**src/source/host_pkg.sv**
```systemverilog
/*
 * Host domain package
 * Widths, address map, opcode and the request/response structs
 */

package host_pkg;

  // Word address and data widths
  localparam int unsigned ADDR_W = 16;
  localparam int unsigned DATA_W = 32;

  // Config scratch region, L2 always starts at word 0
  localparam logic [ADDR_W-1:0] CFG_BASE  = 16'h8000;
  localparam int unsigned       CFG_WORDS = 4;

  typedef enum logic {
    OP_READ  = 1'b0,
    OP_WRITE = 1'b1
  } host_op_e;

  // 1 + 16 + 32 = 49 bits
  typedef struct packed {
    host_op_e            op;
    logic [ADDR_W-1:0]   addr;
    logic [DATA_W-1:0]   wdata;
  } host_req_t;

  // 1 + 1 + 32 = 34 bits
  typedef struct packed {
    host_op_e            op;
    logic                error;
    logic [DATA_W-1:0]   rdata;
  } host_rsp_t;

endpackage

```
**src/source/cmd_fifo.sv**
```systemverilog
/*
 * Command FIFO
 * Synchronous circular buffer of host requests with full/empty flags
 */
`timescale 1ns/1ps

module cmd_fifo #(
  parameter int unsigned FIFO_DEPTH = 4
) (
  input  logic                 clk_i,
  input  logic                 reset_i,
  input  logic                 push_i,
  input  host_pkg::host_req_t  push_data_i,
  output logic                 full_o,
  input  logic                 pop_i,
  output host_pkg::host_req_t  pop_data_o,
  output logic                 empty_o
);

  import host_pkg::*;

  localparam int unsigned PTR_W = (FIFO_DEPTH > 1) ? $clog2(FIFO_DEPTH) : 1;
  localparam int unsigned CNT_W = $clog2(FIFO_DEPTH + 1);

  host_req_t         mem_q [FIFO_DEPTH];
  logic [PTR_W-1:0]  wr_ptr_q;
  logic [PTR_W-1:0]  rd_ptr_q;
  logic [CNT_W-1:0]  count_q;

  assign full_o     = (count_q == CNT_W'(FIFO_DEPTH));
  assign empty_o    = (count_q == '0);
  assign pop_data_o = mem_q[rd_ptr_q];

  // Pointer advance with wrap for non power of two depths
  function automatic logic [PTR_W-1:0] ptr_next(input logic [PTR_W-1:0] ptr);
    if (ptr == PTR_W'(FIFO_DEPTH - 1)) begin
      return '0;
    end
    return ptr + 1'b1;
  endfunction

  always_ff @(posedge clk_i) begin
    if (reset_i) begin
      wr_ptr_q <= '0;
      rd_ptr_q <= '0;
      count_q  <= '0;
    end else begin
      if (push_i) wr_ptr_q <= ptr_next(wr_ptr_q);
      if (pop_i) rd_ptr_q <= ptr_next(rd_ptr_q);
      if (push_i && !pop_i) begin
        count_q <= count_q + 1'b1;
      end else if (pop_i && !push_i) begin
        count_q <= count_q - 1'b1;
      end
    end
  end

  // Storage
  always_ff @(posedge clk_i) begin
    if (push_i) mem_q[wr_ptr_q] <= push_data_i;
  end

  a_no_push_full: assert property (
    @(posedge clk_i) disable iff (reset_i) push_i |-> !full_o
  );

  a_no_pop_empty: assert property (
    @(posedge clk_i) disable iff (reset_i) pop_i |-> !empty_o
  );

endmodule

```
**config.mk**
```make
export PLATFORM = sky130hd
export DESIGN_NAME = cmd_fifo
export DESIGN_NICKNAME = d
export VERILOG_FILES = /design/src/source/host_pkg.sv /design/src/source/cmd_fifo.sv
export SDC_FILE = /design/constraint.sdc
export NUM_CORES = 1
export LEC_CHECK = 0
export BUFFER_PORTS_ARGS = -buffer_cell sky130_fd_sc_hd__buf_2
export CORE_ASPECT_RATIO = 0.7
export CORE_UTILIZATION = 55
export CTS_CLUSTER_DIAMETER = 30
export DETAILED_ROUTE_END_ITERATION = 6
export GPL_TIMING_DRIVEN = 0
export PLACE_DENSITY = 0.76
export REMOVE_ABC_BUFFERS = 1
export SLEW_MARGIN = 10
export SYNTH_ARGS = -nofsm -noshare
export SYNTH_HDL_FRONTEND = slang
export SYNTH_SLANG_ARGS = --single-unit
export TNS_END_PERCENT = 100
```
**constraint.sdc**
```tcl
create_clock -name clk_i -period 2.45 [get_ports clk_i]
set_input_delay 0.1225 -clock clk_i [delete_from_list [all_inputs] [get_ports clk_i]]
set_output_delay 0.1225 -clock clk_i [all_outputs]
set_load 0.005 [all_outputs]
```
==> flow_summary.ini <==
[timing]
worstMarginPinSlew_ns = 0.7716
slew_headroom = 0.4856
fin_crit_ns = 2.175
fin_skew_ns = 0.01568
rsz0062_at_grt = false
finalSetupViolations = 0
slew_violations = 0
timing.final.crit_share = 0.8879
max_freq_ghz = 0.4597
setup_slack_ns = 0.2747
hold_violations = 0

[route]
vias = 3661
drc = 0
wl_microns = 13860
drtPass1Iterations = 4
wl_per_cell_microns = 20.17
drt_iter0_drc = 141
antenna_left = 0
via_per_inst = 5.329

[worst_setup_path]
cp.arrival_ns = 2.05
reg2reg_slack_ns = 0.79
rr_startpoint = wr_ptr_q[0]$_SDFFE_PP0P_
end_kind = primary output
startpoint_type = register
cp.required_ns = 2.33
reg2reg_to = mem_q[3][31]$_DFFE_PP_
crit_path_max_fanout = 27
rr_worst_depth = 2
critPathKind = register to primary output

[die]
pin_count = 104
die_h_microns = 99.91
start_util = 0.5677
fp-row-count = 35
core_area_sq_um = 13270
die_w_microns = 141.9
die-area_sq_um = 14170

[yosys]
avgSynthCellArea_sq_um = 25.11
synth-edff-count = 196
synth_cell_types = 21
synth.cell_area_sq_um = 7532
ys.flop_type = edfxtp_1
synth-seq-area-share = 0.8053
yosys_warnings = 0
synthCells = 300
ys_async_sr_fraction = 0
synth_seq_cells = 205

[hold_path]
hold_start = push_data_i[28]
hp-class = input pin to register
holdPathEnd = mem_q[3][28]$_DFFE_PP_
hold_depth = 2

[clock_tree]
cts_buffer_depth = 3
clock_sinks = 205
clk-insertion-delay-late_ns = 0.53
h-tree-depth = 1
cts_resized = 0
root_buffer = clkbuf_16
numCtsBuffers = 30
cts_tree = done
path_clk_slew_ns = 0.06

[layout]
fillerInstances = 760
synthToLayoutAreaGrowth_pct = 31.01
num_antenna_cells = 0
fin_nets = 538
drive_above_1_share = 0.4223

[run_status]
status = finished clean

[pwr]
power_w = 0.009282
power_density_nw_per_um2 = 940.6
leakagePower_nw = 3.467
vdd_drop_max_mv = 0.8252

[place]
portBuffers = 103
gp_congestion = 0.6865
pre_cts_slack_ns = 0.6110
hpwl_microns = 6932

[job]
cap_violations = 0

[grt]
grt_pass1_wl_microns = 21200
grt_use_total = 0.2042
grt_max_degree = 50
grt_pass1_vias = 4031
antenna_found_initial = 0
overflow = 0
==> synth_stat cells (2+ instances only) <==
master      n  area, sq um
buf_4       3        22.52
buf_2       2        10.01
dfxtp_1     9        180.2
mux2i_1     4        40.04
nor3b_1     2        15.01
buf_1       3        11.26
inv_1       4        15.01
mux4_2     47         1059
buf_12      2        40.04
nor2_1      7        26.28
ha_1        6        75.07
and2_1      4        25.02
a21oi_1     2        10.01
xor2_1      2        17.52
edfxtp_1  196         5886
mux4_1      2        52.55
==> metal layers <==
metal	vias to the layer above	routed length, microns	GRT usage	part of all wire
li1	1638	-	-	-
met4	0	245	0.06865	0.018
met3	28	1020	0.06250	0.074
met5	-	0	0	0
met1	1872	5547	0.2591	0.40
met2	123	7043	0.3410	0.51
==> per-stage QoR <==
stage / TNS, ns / hold slack [ns] / cells / utilization / area, sq um
global route: 0 / 0.3517 / 687 / 0.7437 / 9868
CTS: 0 / 0.3240 / 686 / 0.7416 / 9841
floorplan: -21.42 / 0.1916 / 289 / - / 7437
detailed placement: 0 / 0.3392 / 578 / 0.6202 / 8229
global placement: -171.72 / 0.3307 / 577 / 0.6168 / 8184
finish: 0 / 0.3530 / 687 / 0.7437 / 9868
==> worst max-delay path by stage <==
| stage | from | to | slack (ns) | depth (start not counted) |
|---|---|---|---|---|
| 2_1_floorplan | register | pop_data_o[0] | -0.49 | 1 |
| 4_1_cts | register | pop_data_o[9] | 0.06 | 3 |
| 5_1_grt | register | pop_data_o[9] | 0.16 | 3 |
| 6_report | register | pop_data_o[40] | 0.27 | 3 |
| 3_3_place_gp | register | pop_data_o[0] | -1.49 | 2 |
| 3_5_place_dp | register | pop_data_o[9] | 0.61 | 3 |
==> kinds of logic after synthesis <==
group,after synthesis,share of synthesized area
flops,205,0.8053
buf+inv,15,0.01462
compound gates,3,0.001993
mux,53,0.1528
xor+xnor,2,0.002326
fa+ha+maj,7,0.01262
simple gates,15,0.01030
==> worst max-delay path: stages (launching register included) <==
cell and delay [ns]:
dfxtp_4 0.55, buf_16 0.27, mux4_2 0.55, buf_2 0.15
==> area by class of cell <==
class	instances	area (sq um)	area share
Inverter	4	15.01	0.001521
Sequential cell	205	6073	0.6154
Clock buffer	32	779.5	0.07899
Clock inverter	24	311.5	0.03157
Tap cell	185	231.5	0.02346
Multi-Input combinational cell	80	1366	0.1385
Timing Repair Buffer	157	1091	0.1106
==> registers in the layout, indices dropped and copies added, names as in the netlist, named ones only <==
register / cells
count_q: 3
wr_ptr_q: 2
mem_q: 196
rd_ptr_q: 2
==> timing repair <==
action                                 in CTS  in global routing
hold buffers                               52                  0
setup endpoints to repair                   0                  4
buffers inserted                            0                  1
endpoints found under the hold margin     205                  0
==> layout by cell type, fill, tap and decap left out, types with 2 or more instances in the layout <==
master           n
bufinv_16        6
clkinv_2         5
and2_4           4
mux4_1           2
nor3b_1          2
dfxtp_4          2
inv_1            4
clkbuf_16       31
buf_2          103
buf_16           2
a21oi_1          2
dlygate4sd3_1   52
ha_1             6
clkinv_4         2
xor2_1           2
inv_6            5
clkinvlp_4       4
nor2_1           7
dfxtp_1          7
mux2i_1          4
mux4_2          47
edfxtp_1       196
==> where the power goes <==
group / total, W / internal (W) / leakage (nW) / switching [W]
sequential: 0.00410 / 0.00402 / 1.88 / 0.0000823
clock: 0.00453 / 0.00297 / 0.527 / 0.00157
combinational: 0.000652 / 0.000355 / 1.06 / 0.000297
No activity file was read; power rests on OpenSTA's default activity.
